**src/verilog/p_hit_pkg.sv**
```systemverilog
`default_nettype none

package p_hit_pkg;

    localparam int D_BITS     = 32;
    localparam int Q_BITS     = 16;
    localparam int ID_BITS    = 16;
    localparam int FIFO_DEPTH = 16;

    // Q16.16 coordinate
    typedef logic signed [D_BITS-1:0] coord_t;
    typedef logic [ID_BITS-1:0] id_t;

    typedef struct packed {
        coord_t x;
        coord_t y;
        coord_t z;
    } vec3_t;

    // input record of the t path
    typedef struct packed {
        vec3_t normal;
        vec3_t v0;
        vec3_t origin;
        vec3_t dir;
    } ray_tri_t;

    // carried alongside for the inside-triangle stage
    typedef struct packed {
        vec3_t v0;
        vec3_t v1;
        vec3_t v2;
        vec3_t normal;
        id_t   id;
    } tri_side_t;

    typedef enum logic [1:0] {
        IDLE,
        DOT,
        DIVIDE,
        DONE
    } div_state_t;

    // full product, arithmetic shift by Q_BITS, wrap to D_BITS
    function automatic coord_t q_mul(input coord_t a, input coord_t b);
        logic signed [2*D_BITS-1:0] p;
        p = a * b;
        return p[Q_BITS+D_BITS-1:Q_BITS];
    endfunction

endpackage

`default_nettype wire

```
**src/verilog/fifo_array.sv**
```systemverilog
`timescale 1ns/1ps
`default_nettype none

module fifo_array #(
    parameter int WIDTH = 32
) (
    input  logic             clock,
    input  logic             arst_n,
    input  logic             wr_en,
    input  logic [WIDTH-1:0] din,
    output logic             full,
    input  logic             rd_en,
    output logic [WIDTH-1:0] dout,
    output logic             empty
);

    logic [WIDTH-1:0] mem [p_hit_pkg::FIFO_DEPTH];
    logic [$clog2(p_hit_pkg::FIFO_DEPTH)-1:0] wr_ptr;
    logic [$clog2(p_hit_pkg::FIFO_DEPTH)-1:0] rd_ptr;
    logic [$clog2(p_hit_pkg::FIFO_DEPTH):0] count;
    logic push;
    logic pop;

    assign push  = wr_en && !full;
    assign pop   = rd_en && !empty;
    assign full  = count == ($bits(count))'(p_hit_pkg::FIFO_DEPTH);
    assign empty = count == '0;
    // head entry, valid whenever not empty
    assign dout  = mem[rd_ptr];

    always_ff @(posedge clock or negedge arst_n) begin
        if (!arst_n) begin
            wr_ptr <= '0;
            rd_ptr <= '0;
            count  <= '0;
        end else begin
            if (push) begin
                wr_ptr <= wr_ptr + 1'b1;
            end
            if (pop) begin
                rd_ptr <= rd_ptr + 1'b1;
            end
            case ({push, pop})
                2'b10:   count <= count + 1'b1;
                2'b01:   count <= count - 1'b1;
                default: count <= count;
            endcase
        end
    end

    always_ff @(posedge clock) begin
        if (push) begin
            mem[wr_ptr] <= din;
        end
    end

    wr_full_a: assert property (@(posedge clock) disable iff (!arst_n) !(wr_en && full))
        else $error("fifo_array: write while full");

    rd_empty_a: assert property (@(posedge clock) disable iff (!arst_n) !(rd_en && empty))
        else $error("fifo_array: read while empty");

endmodule

`default_nettype wire

```
**config.mk**
```make
export PLATFORM = sky130hd
export DESIGN_NAME = fifo_array
export DESIGN_NICKNAME = d
export VERILOG_FILES = /design/src/verilog/p_hit_pkg.sv /design/src/verilog/fifo_array.sv
export SDC_FILE = /design/constraint.sdc
export NUM_CORES = 1
export LEC_CHECK = 0
export BUFFER_PORTS_ARGS = -buffer_cell sky130_fd_sc_hd__clkbuf_2
export CORE_MARGIN = 1
export CORE_UTILIZATION = 60
export CTS_CLUSTER_DIAMETER = 50
export DETAILED_ROUTE_END_ITERATION = 16
export GPL_TIMING_DRIVEN = 0
export PLACE_DENSITY_LB_ADDON = 0.12
export SETUP_SLACK_MARGIN = 0.2
export SLEW_MARGIN = 0
export SYNTH_ARGS = -nofsm -noshare
export SYNTH_HDL_FRONTEND = slang
export SYNTH_SLANG_ARGS = --single-unit
```
**constraint.sdc**
```tcl
create_clock -name clock -period 4.61 [get_ports clock]
set_input_delay 0 -clock clock [delete_from_list [all_inputs] [get_ports clock]]
set_output_delay 0 -clock clock [all_outputs]
set_load 0.01 [all_outputs]
```
==> results of run 1 <==
==> state kept, by name (all words and copies together) (netlist names) <==
signal and cells:
mem 512, count 5, rd_ptr 4, wr_ptr 4
==> where the power goes <==
group / leakage, µW / internal, µW / total [µW] / switching (µW)
combinational: 0.00262 / 1940 / 4870 / 2920
clock: 0.000731 / 2160 / 3850 / 1690
sequential: 0.00478 / 5760 / 5900 / 140
==> layer usage <==
metal  track usage (%)  share of wire [%]  vias to the layer above
met5                 0                  0                        -
met4              7.91                2.4                        0
met3              3.78                6.9                       76
met2              43.9                 49                      426
met1              38.0                 41                     5418
li1                  -                  -                     4584
==> worst min path at each step <==
stage | from | end | slack, ns | cells past startpoint
after floorplan | arst_n | count[0] | -0.30 | 0
after global placement | arst_n | count[3] | -0.07 | 1
after detailed placement | arst_n | count[4] | -0.07 | 1
after CTS | rd_en | rd_ptr[0] | 0.04 | 4
after global routing | rd_en | rd_ptr[2] | 0.08 | 5
final | rd_en | rd_ptr[0] | 0.07 | 4
==> cell families after synthesis <==
group           share of synthesized area, %
fa+ha+maj                              0.650
mux                                     13.6
simple gates                            1.50
xor+xnor                               0.429
flops                                   76.9
compound gates                          4.89
buf+inv                                 2.05
==> Yosys cell counts <==
master      n  share of area, %
edfxtp_1  512                75
xnor2_1     7              0.30
nor2_1     12              0.22
nand3_1     2             0.049
and2b_1     1             0.037
and2_1      2             0.061
buf_2      18              0.44
a221oi_1   64               2.7
buf_1       1             0.018
xor2_1      3              0.13
nor3_1      4             0.098
nor2b_1     3             0.092
buf_12      1             0.098
fa_1        1             0.098
nand2b_1    2             0.061
inv_1       9              0.17
buf_4       2             0.074
mux2_2      1             0.055
nand4_1     1             0.031
nand2_1    42              0.77
ha_1        9              0.55
mux4_2     58               6.4
o21ai_0    36              0.88
a22oi_1    32               1.2
mux2i_1   129               6.3
a21oi_1     2             0.049
buf_6      16              0.88
nor4_1      1             0.031
dfrtp_1    13               1.6
clkbuf_1   20              0.37
a21o_1      1             0.037
or3b_1      1             0.043
mux4_1      6              0.77
==> area by class of cell <==
cell class / count / area [µm²]
tap: 448 / 561
clock inverter: 25 / 141
inverter: 9 / 33.8
fill: 2073 / 9800
multi-input combinational: 420 / 4400
clock buffer: 70 / 1390
sequential: 525 / 15700
timing repair buffer: 132 / 1120
antenna: 1 / 2.50
buffer: 58 / 384
==> metrics by stage <==
| step | TNS [ns] | instance area, µm² |
|---|---|---|
| after floorplan | 0 | 20400 |
| after global placement | -267.96 | 21300 |
| after detailed placement | 0 | 21900 |
| after CTS | 0 | 23700 |
| after global routing | 0 | 23700 |
| final | 0 | 23700 |
==> worst reg2reg max path, delay by kind of cell (launching register included) <==
family | cells | cell delay [ns]
buffers and inverters | 3 | 0.34
AND/OR/NAND/NOR | 6 | 1.23
XOR/XNOR | 1 | 0.13
flip-flops | 1 | 0.42
adder cells (fa/ha/maj) | 2 | 0.64
AO/OA/AOI/OAI | 1 | 0.11
==> results by group, run 1 <==
Min path
  – Worst hold path class: input port to flop

Setup path
  – R2r setup slk: approximately 1.6 ns
  – Reg2Reg Launch Point: count[0]
  – Worst reg2reg path depth: 13
  – Critical Path Stages: 13
  – Critical path startpoint: count[0]
  – Most Frequent Cell on Critical Path: inv_1
  – CP Launch Type: flop
  – Crit path max-delay family: simple AND/OR/NAND/NOR gates
  – Critical path's largest stage delay: about 0.42 ns
  – Slowest cell on crit path: dfrtp_1
  – Critical Path Fanout Max: 9
  – WP buf/inv: 3
  – Crit path cell chain: nor4_1 > nand2_1 > and2_1 > buf_2 > inv_1 > ha_1 > inv_1 > fa_1 > nor2b_1 > o21ai_0 > nand3_1 > or3b_1 > xnor2_1
  – Worst Setup EP: count[4]
  – CP Class: flop to flop
  – CP Data Required Time: approximately 5 ns
  – CP endpoint kind: flop
  – Worst Path Arrival: about 3.4 ns
  – FF-to-FF End: count[4]

Timing
  – Setup WS post-layout: 1.63 ns
  – Worst slew pin tran: about 1 ns
  – Fin crit share: between 60% and 70%
  – Final setup violation count: 0
  – RSZ-0062 raised after global routing: no
  – Hold Worst Slack: between 0.07 and 0.08 ns
  – Rel. slew slack: roughly a third
  – Fin. Hold Viols: 0
  – Max Freq: between 300 and 400 MHz
  – Fin Clk Skew: 0.0289 ns
  – Max Slew Vio Count: 0
  – Crit path time final: between 2 and 3 ns

Detailed routing
  – First DRT Iteration DRCs: a little over 1000
  – Routed vias: 10500
  – Vias per Instance: 6.22
  – Drt drc: 0
  – Routed len/inst: approximately 27 µm
  – Post-route ant nets: 0
  – Routed Wire Length: 45600 µm
  – Total iterations of the first detailed-routing run: 5

Power
  – P_leak: about 0.008 µW
  – Pwr/cell area: 616 nW/µm²
  – Final Power: ~15000 µW
  – Peak supply drop: approximately 0.00037 V

Synthesis
  – Post-Syn Area: a little over 20000 µm²
  – Post-synthesis register bit count: roughly 530
  – Post-synthesis net count: 1058
  – Synthesized instance count: roughly 1000
  – Register area share after synthesis: between 70% and 80%
  – Synthesized area per cell: approximately 20 µm²
  – Netlist cell types: 33
  – Ys Warns: 0

Floorplanning
  – Core Box Area: between 30000 and 40000 µm²
  – Die Ht: ~190 µm
  – Die ar.: approximately 35000 µm²
  – Ports: 70
  – # rows: between 60 and 70
  – Initial Util: roughly three fifths
  – Die width: 186 µm

CTS
  – Worst-path clk slew: ~0.06 ns
  – Hold Buf Count CTS: 35
  – Worst-case clock buffer depth: 3
  – Clock Latency Late Sink: between 0.5 and 0.6 ns
  – H-tree levels: 2
  – CTS tree: yes
  – Num CTS Buffers: 52
  – Clock sinks: between 500 and 600
  – Post-CTS sizing: 0
  – Clock root cell: clkbuf_16
  – Postcts setup bufs: 0

Placement
  – Worst slack, placed: approximately 1.6 ns
  – Cells after DPL: between 1500 and 2000
  – # port buffers: 69
  – RD Place Congestion: around 0.74
  – Post-DP HPWL: roughly 28000 µm

GRT
  – GR Overflow Total: 0
  – First-pass GRT wire length: approximately 67000 µm
  – Largest net degree at the start of global routing: 26
  – Initial antenna violation count: 1
  – Vias in the first global route: around 11000
  – GRT Total Usage: a little over a quarter

Layout
  – Layout area overhead: 16.3%
  – Nets@finish: between 1000 and 1500
  – Finished Layout Cells: 1688
  – Most frequent cells in the layout: edfxtp_1 (512), mux2i_1 (129), clkbuf_2 (69), a221oi_1 (64), mux4_2 (58)
  – Layout cells sized above 1: between 20% and 30%
  – Final Util: roughly 71%
  – Most common cell after layout, fill and taps aside: edfxtp_1

Run
  – Max-cap viol count: 0

Run status
  – Status: completed
(Power assumes the default switching activity.)
==> run 2, diff against run 1 <==
Clock period 4.61 ns to 2.9 ns, I/O delays scaled along.
==> run 2 against run 1 <==
  * Die area did not move
  * Clock-buffer cell count rose by 7
  * Non-clock buffer count rose by 2
  * Cell area rose by 1.9%
  * Register-to-register slack got worse by 1.5 ns
  * Utilization rose by 1.3 points
  * Worst setup slack got worse by 1.5 ns
  * Flip-flop and latch count did not move
  * Critical path depth did not move
  * Critical endpoint unchanged
  * Largest cell class unchanged
==> results by group, run 2 (synthesis results as in run 1) <==
Placement
  – Post-DP HPWL: between 20000 and 30000 µm
  – RD Place Congestion: ~0.73
  – # port buffers: 69
  – Worst slack, placed: -0.184 ns

Setup path
  – Reg2Reg Launch Point: count[0]
  – CP endpoint kind: flop
  – Critical path startpoint: count[0]
  – WP buf/inv: 3
  – Most Frequent Cell on Critical Path: inv_4
  – Crit path max-delay family: simple AND/OR/NAND/NOR gates
  – Crit path cell chain: nor4_4 > nand2_1 > and2_4 > buf_8 > inv_4 > ha_4 > inv_4 > fa_2 > nor2b_1 > o21ai_1 > nand3_1 > or3b_4 > xnor2_1
  – Worst Path Arrival: around 3.2 ns
  – CP Data Required Time: between 3 and 4 ns
  – Slowest cell on crit path: dfrtp_2
  – Critical Path Fanout Max: 4
  – CP Class: flop to flop
  – Critical Path Stages: 13
  – CP Launch Type: flop
  – Worst reg2reg path depth: 13
  – Critical path's largest stage delay: 0.44 ns

Layout
  – Layout cells sized above 1: between 20% and 30%
  – Biggest register: mem
  – Register area: 15700 µm²
  – Most common cell after layout, fill and taps aside: edfxtp_1
  – FILL cells: 2015
  – Most frequent cells in the layout: edfxtp_1 (512), mux2i_1 (129), clkbuf_2 (73), mux4_2 (58), clkbuf_16 (53)
  – Multi-input gate area: approximately 4700 µm²
  – Largest regs: mem x512, count x5
  – Nets@finish: about 1200
  – Layout area overhead: 18.5%
  – Max reg flops: ~510

CTS
  – Worst-path clk slew: 0.06 ns
  – Clock root cell: clkbuf_16
  – Clock sinks: about 530
  – H-tree levels: 2
  – Clock Latency Late Sink: 0.57 ns
  – Worst-case clock buffer depth: 3
  – Num CTS Buffers: 51
  – CTS tree: yes

Timing
  – Worst slew pin tran: about 1 ns
  – Fin Clk Skew: 0.0210 ns
  – RSZ-0062 raised after global routing: yes
  – Fin. Hold Viols: 0
  – Setup WS post-layout: 0.155 ns
  – Rel. slew slack: between 30 and 40%
  – Max Slew Vio Count: 0
  – Final setup violation count: 0
  – Max Freq: around 360 MHz
  – Crit path time final: around 2.7 ns
  – Setup TNS: 0 ns
  – Fin crit share: 94.7%

Power
  – NetSw: between 7000 and 8000 µW
  – P_leak: between 0.008 and 0.009 µW
  – Clk pwr share: a little over a quarter
  – Reg power frac: between 30% and 40%
  – Sw Share: 32.4%
  – Combinational Power Share: roughly 34%
  – Pwr/cell area: 986 nW/µm²
  – Int Pwr: ~16000 µW
  – Peak supply drop: around 0.00064 V

Detailed routing
  – Routed Wire Length: roughly 44000 µm
  – Total iterations of the first detailed-routing run: 7
  – Vias per Instance: 6.18
  – First DRT Iteration DRCs: 890
  – Post-route ant nets: 0
  – Routed len/inst: approximately 26 µm
  – Drt drc: 0
  – Routed vias: 10400

Min path
  – Hold-critical path depth: 4
  – Hold wc startpoint: rd_en
  – Worst hold path class: input port to flop

Run status
  – Status: completed

Floorplanning
  – Ports: 70
  – Die ar.: 34800 µm²
  – Die width: 186 µm
  – Die Ht: 186 µm
  – Initial Util: roughly three fifths
  – # rows: 67
  – Core Box Area: around 34000 µm²

GRT
  – Largest net degree at the start of global routing: 24
  – Vias in the first global route: 10500
  – Initial antenna violation count: 1
  – GR Overflow Total: 0
  – First-pass GRT wire length: approximately 65000 µm
  – GRT Total Usage: 25.7%

Run
  – Max-cap viol count: 0
## run 2: cell types whose count changed in the layout (fill, tap and decap cells not counted), sizes merged
cell / change
bufinv: +1
clkinv: -6
clkbuf: +8
clkinvlp: -3
buf: +1
## run 2: cell type report
type                       count  share of cell area, %
sequential                   525                   64.9
timing repair buffer         134                   4.98
buffer                        58                   1.72
multi-input combinational    420                   19.3
inverter                       9                  0.160
clock inverter                17                  0.538
tap                          448                   2.32
clock buffer                  77                   6.06
antenna                        1                 0.0103
## run 2: per-stage QoR
stage	cells	utilization (%)	power [µW]	cell area, µm²	hold WS [ns]
CTS	1678	71.1	23500	23800	0.0491
global placement	1529	63.6	16800	21300	-0.0709
floorplan	1012	-	14400	20400	-0.296
global route	1689	72.1	24800	24200	0.0255
finish	1689	72.1	23800	24200	0.0238
detailed placement	1549	65.2	17200	21900	-0.0602
## run 2: routing by layer
layer / global-route usage, % / wire, µm / up-vias
li1: - / - / 4585
met1: 35.7 / 18100 / 5442
met2: 42.9 / 22400 / 344
met3: 3.67 / 2500 / 73
met4: 7.37 / 1080 / 0
met5: 0 / 0 / -
## run 2: power by group through the flow
stage	clock network, µW	registers [µW]	logic (µW)
finish	6310	9400	8130
global route	6670	9450	8680
CTS	6380	9390	7780
detailed placement	0	9530	7680
global placement	0	9570	7260
floorplan	0	9490	4950
## run 2: final timing paths
path,endpoint,slack [ns]
worst max register to register,count[4],0.15
worst min-delay path,rd_ptr[0],0.02
worst min register to register,count[4],0.53
min in group asynchronous,wr_ptr[3],0.59
max in group asynchronous,count[0],1.80
worst max-delay path,count[4],0.15
## run 2: tightest hold or removal path, stage by stage
cell	delay [ns]
clkbuf_2	0.08
nor2b_1	0.12
buf_2	0.19
xor2_1	0.14
## run 2: repair_timing
item	4_1_cts	5_1_grt
hold buffers	35	0
endpoints found under the hold margin	527	0
setup buffers	0	10
gates resized for setup	9	59
pin swaps	1	7
endpoints found under the setup margin	33	38
==> run 3, diff against run 2 <==
Settings changed: ABC_CLOCK_PERIOD_IN_PS from default to 2900, CTS_BUF_LIST from default to sky130_fd_sc_hd__clkbuf_8.
==> run 3 against run 2 <==
  * Routed wire length rose by 1.1%
  * Flip-flop and latch count stayed put
  * Maximum frequency up 2.9%
  * Largest cell class unchanged
  * Highest routed layer unchanged
  * Clock power fell by 14%
  * Cell area decreased by 0.64%
  * Sequential power about the same
==> results by group, run 3 (synthesis results as in run 1) <==
Setup path
  – CP Data Required Time: around 3.4 ns
  – CP Class: flop to flop
  – R2r setup slk: ~0.23 ns
  – Worst Path Arrival: 3.17 ns
  – Critical path's largest stage delay: a little over 0.4 ns
  – Slowest cell on crit path: dfrtp_1
  – Crit path max-delay family: simple AND/OR/NAND/NOR gates
  – Crit path cell chain: nor4_4 > and2b_1 > nor2b_1 > buf_2 > ha_4 > ha_1 > nor2b_1 > o21ai_1 > a21oi_1 > or3b_4 > xnor2_1
  – CP endpoint kind: flop
  – WP buf/inv: 1
  – CP Launch Type: flop
  – Critical Path Fanout Max: 5
  – Most Frequent Cell on Critical Path: nor2b_1

Detailed routing
  – Drt drc: 0
  – Routed len/inst: 25.6 µm
  – Routed Wire Length: approximately 45000 µm
  – Vias per Instance: just over 6
  – First DRT Iteration DRCs: 770
  – Routed vias: ~11000
  – Post-route ant nets: 0
  – Total iterations of the first detailed-routing run: 4

GRT
  – GRT Total Usage: 25.9%
  – Met1 usage: 35.3%
  – GRT met3 Usage: approximately 4.2%
  – Grt met2 use: a little over two fifths
  – Vias in the first global route: between 10000 and 15000
  – GR Overflow Total: 0
  – GR peak layer: met2
  – First-pass GRT wire length: approximately 66000 µm
  – Initial antenna violation count: 1
  – Largest net degree at the start of global routing: 24

Timing
  – Fin crit share: approximately 92%
  – Fin. Hold Viols: 0
  – Crit path time final: ~2.7 ns
  – Max Slew Vio Count: 0
  – Worst slew pin tran: just under 1 ns
  – Max Freq: around 370 MHz
  – Hold Worst Slack: between 0.3 and 0.4 ns
  – Rel. slew slack: a little over a third
  – Fin Clk Skew: between 0.015 and 0.02 ns
  – Final setup violation count: 0
  – RSZ-0062 raised after global routing: yes

CTS
  – Clock Latency Late Sink: slightly above 0.6 ns
  – Clock sinks: around 530
  – CTS tree: yes
  – Worst-path clk slew: 0.07 ns
  – H-tree levels: 3
  – Clock root cell: clkbuf_8
  – Worst-case clock buffer depth: 3
  – Num CTS Buffers: 81

Run
  – Max-cap viol count: 0

Power
  – Peak supply drop: about 0.00048 V
  – Clk pwr share: between 20% and 30%
  – Int Pwr: 15200 µW
  – Reg power frac: about two fifths
  – NetSw: ~7800 µW
  – Combinational Power Share: a little over a third
  – P_leak: approximately 0.0084 µW
  – Sw Share: about a third
  – Pwr/cell area: roughly 960 nW/µm²

Layout
  – Biggest register: mem
  – Most common cell after layout, fill and taps aside: edfxtp_1
  – Largest regs: mem x512, count x5
  – Layout cells sized above 1: between 20 and 30%
  – Max reg flops: between 500 and 600
  – Most frequent cells in the layout: edfxtp_1 (512), mux2i_1 (129), clkbuf_8 (86), clkbuf_2 (73), mux4_2 (58)
  – Nets@finish: between 1000 and 1500
  – Final Util: between 70% and 80%
  – Layout area overhead: 17.8%

Floorplanning
  – # rows: between 60 and 70
  – Initial Util: about 61%
  – Die Ht: around 190 µm
  – Die ar.: ~35000 µm²
  – Ports: 70
  – Die width: ~190 µm
  – Core Box Area: between 30000 and 40000 µm²

Min path
  – Worst hold path class: input port to flop

Run status
  – Status: completed

Placement
  – RD Place Congestion: 0.733
  – # port buffers: 69
  – Post-DP HPWL: approximately 27000 µm
run 3: timing repair:
item	in CTS	in global routing
endpoints found under the setup margin	33	71
hold endpoints to repair	529	0
pin swaps	1	7
cloned	0	0
hold buffers	36	0
buffers inserted	0	7
gates resized for setup	11	69
run 3: power by group through the flow:
stage | Clock, µW | Combinational (µW) | Sequential (µW)
final | 5430 | 8210 | 9400
after global routing | 5860 | 8720 | 9450
after CTS | 5520 | 7780 | 9390
after detailed placement | 0 | 7680 | 9530
after global placement | 0 | 7260 | 9570
after floorplan | 0 | 4950 | 9490
run 3: worst paths after layout:
check                              start          end  cells past startpoint
worst max register to register  count[1]     count[4]                     11
worst min register to register  count[4]     count[4]                      1
max in group asynchronous         arst_n     count[0]                      3
worst min-delay path             din[18]  mem[14][18]                      2
worst max-delay path            count[1]     count[4]                     11
min in group asynchronous         arst_n     count[1]                      3
run 3: per-stage QoR:
stage	total power, µW	TNS [ns]	area [µm²]	worst slack [ns]	std cells
final	23000	0	24000	0.231	1739
after global routing	24000	0	24000	0.0953	1739
after global placement	16800	-694.46	21300	-1.66	1529
after detailed placement	17200	-0.184	21900	-0.184	1549
after CTS	22700	0	23700	0.0121	1731
after floorplan	14400	0	20400	0.156	1012
run 3: metal layers:
| layer | part of all wire [%] | vias to the layer above | wire (µm) |
|---|---|---|---|
| met4 | 2.1 | 0 | 957 |
| met3 | 5.8 | 80 | 2580 |
| met1 | 42 | 5516 | 18500 |
| li1 | - | 4660 | - |
| met2 | 50 | 385 | 22500 |
| met5 | 0 | - | 0 |
run 3: final cells by class:
type / count / area [µm²]
inverters: 9 / 38.8
well taps: 448 / 561
flip-flops and latches: 525 / 15700
clock buffers: 86 / 1180
multi-input cells: 420 / 4700
clock inverters: 60 / 239
repair buffers: 132 / 1180
plain buffers: 58 / 423
fillers: 2065 / 9500
diodes: 1 / 2.50
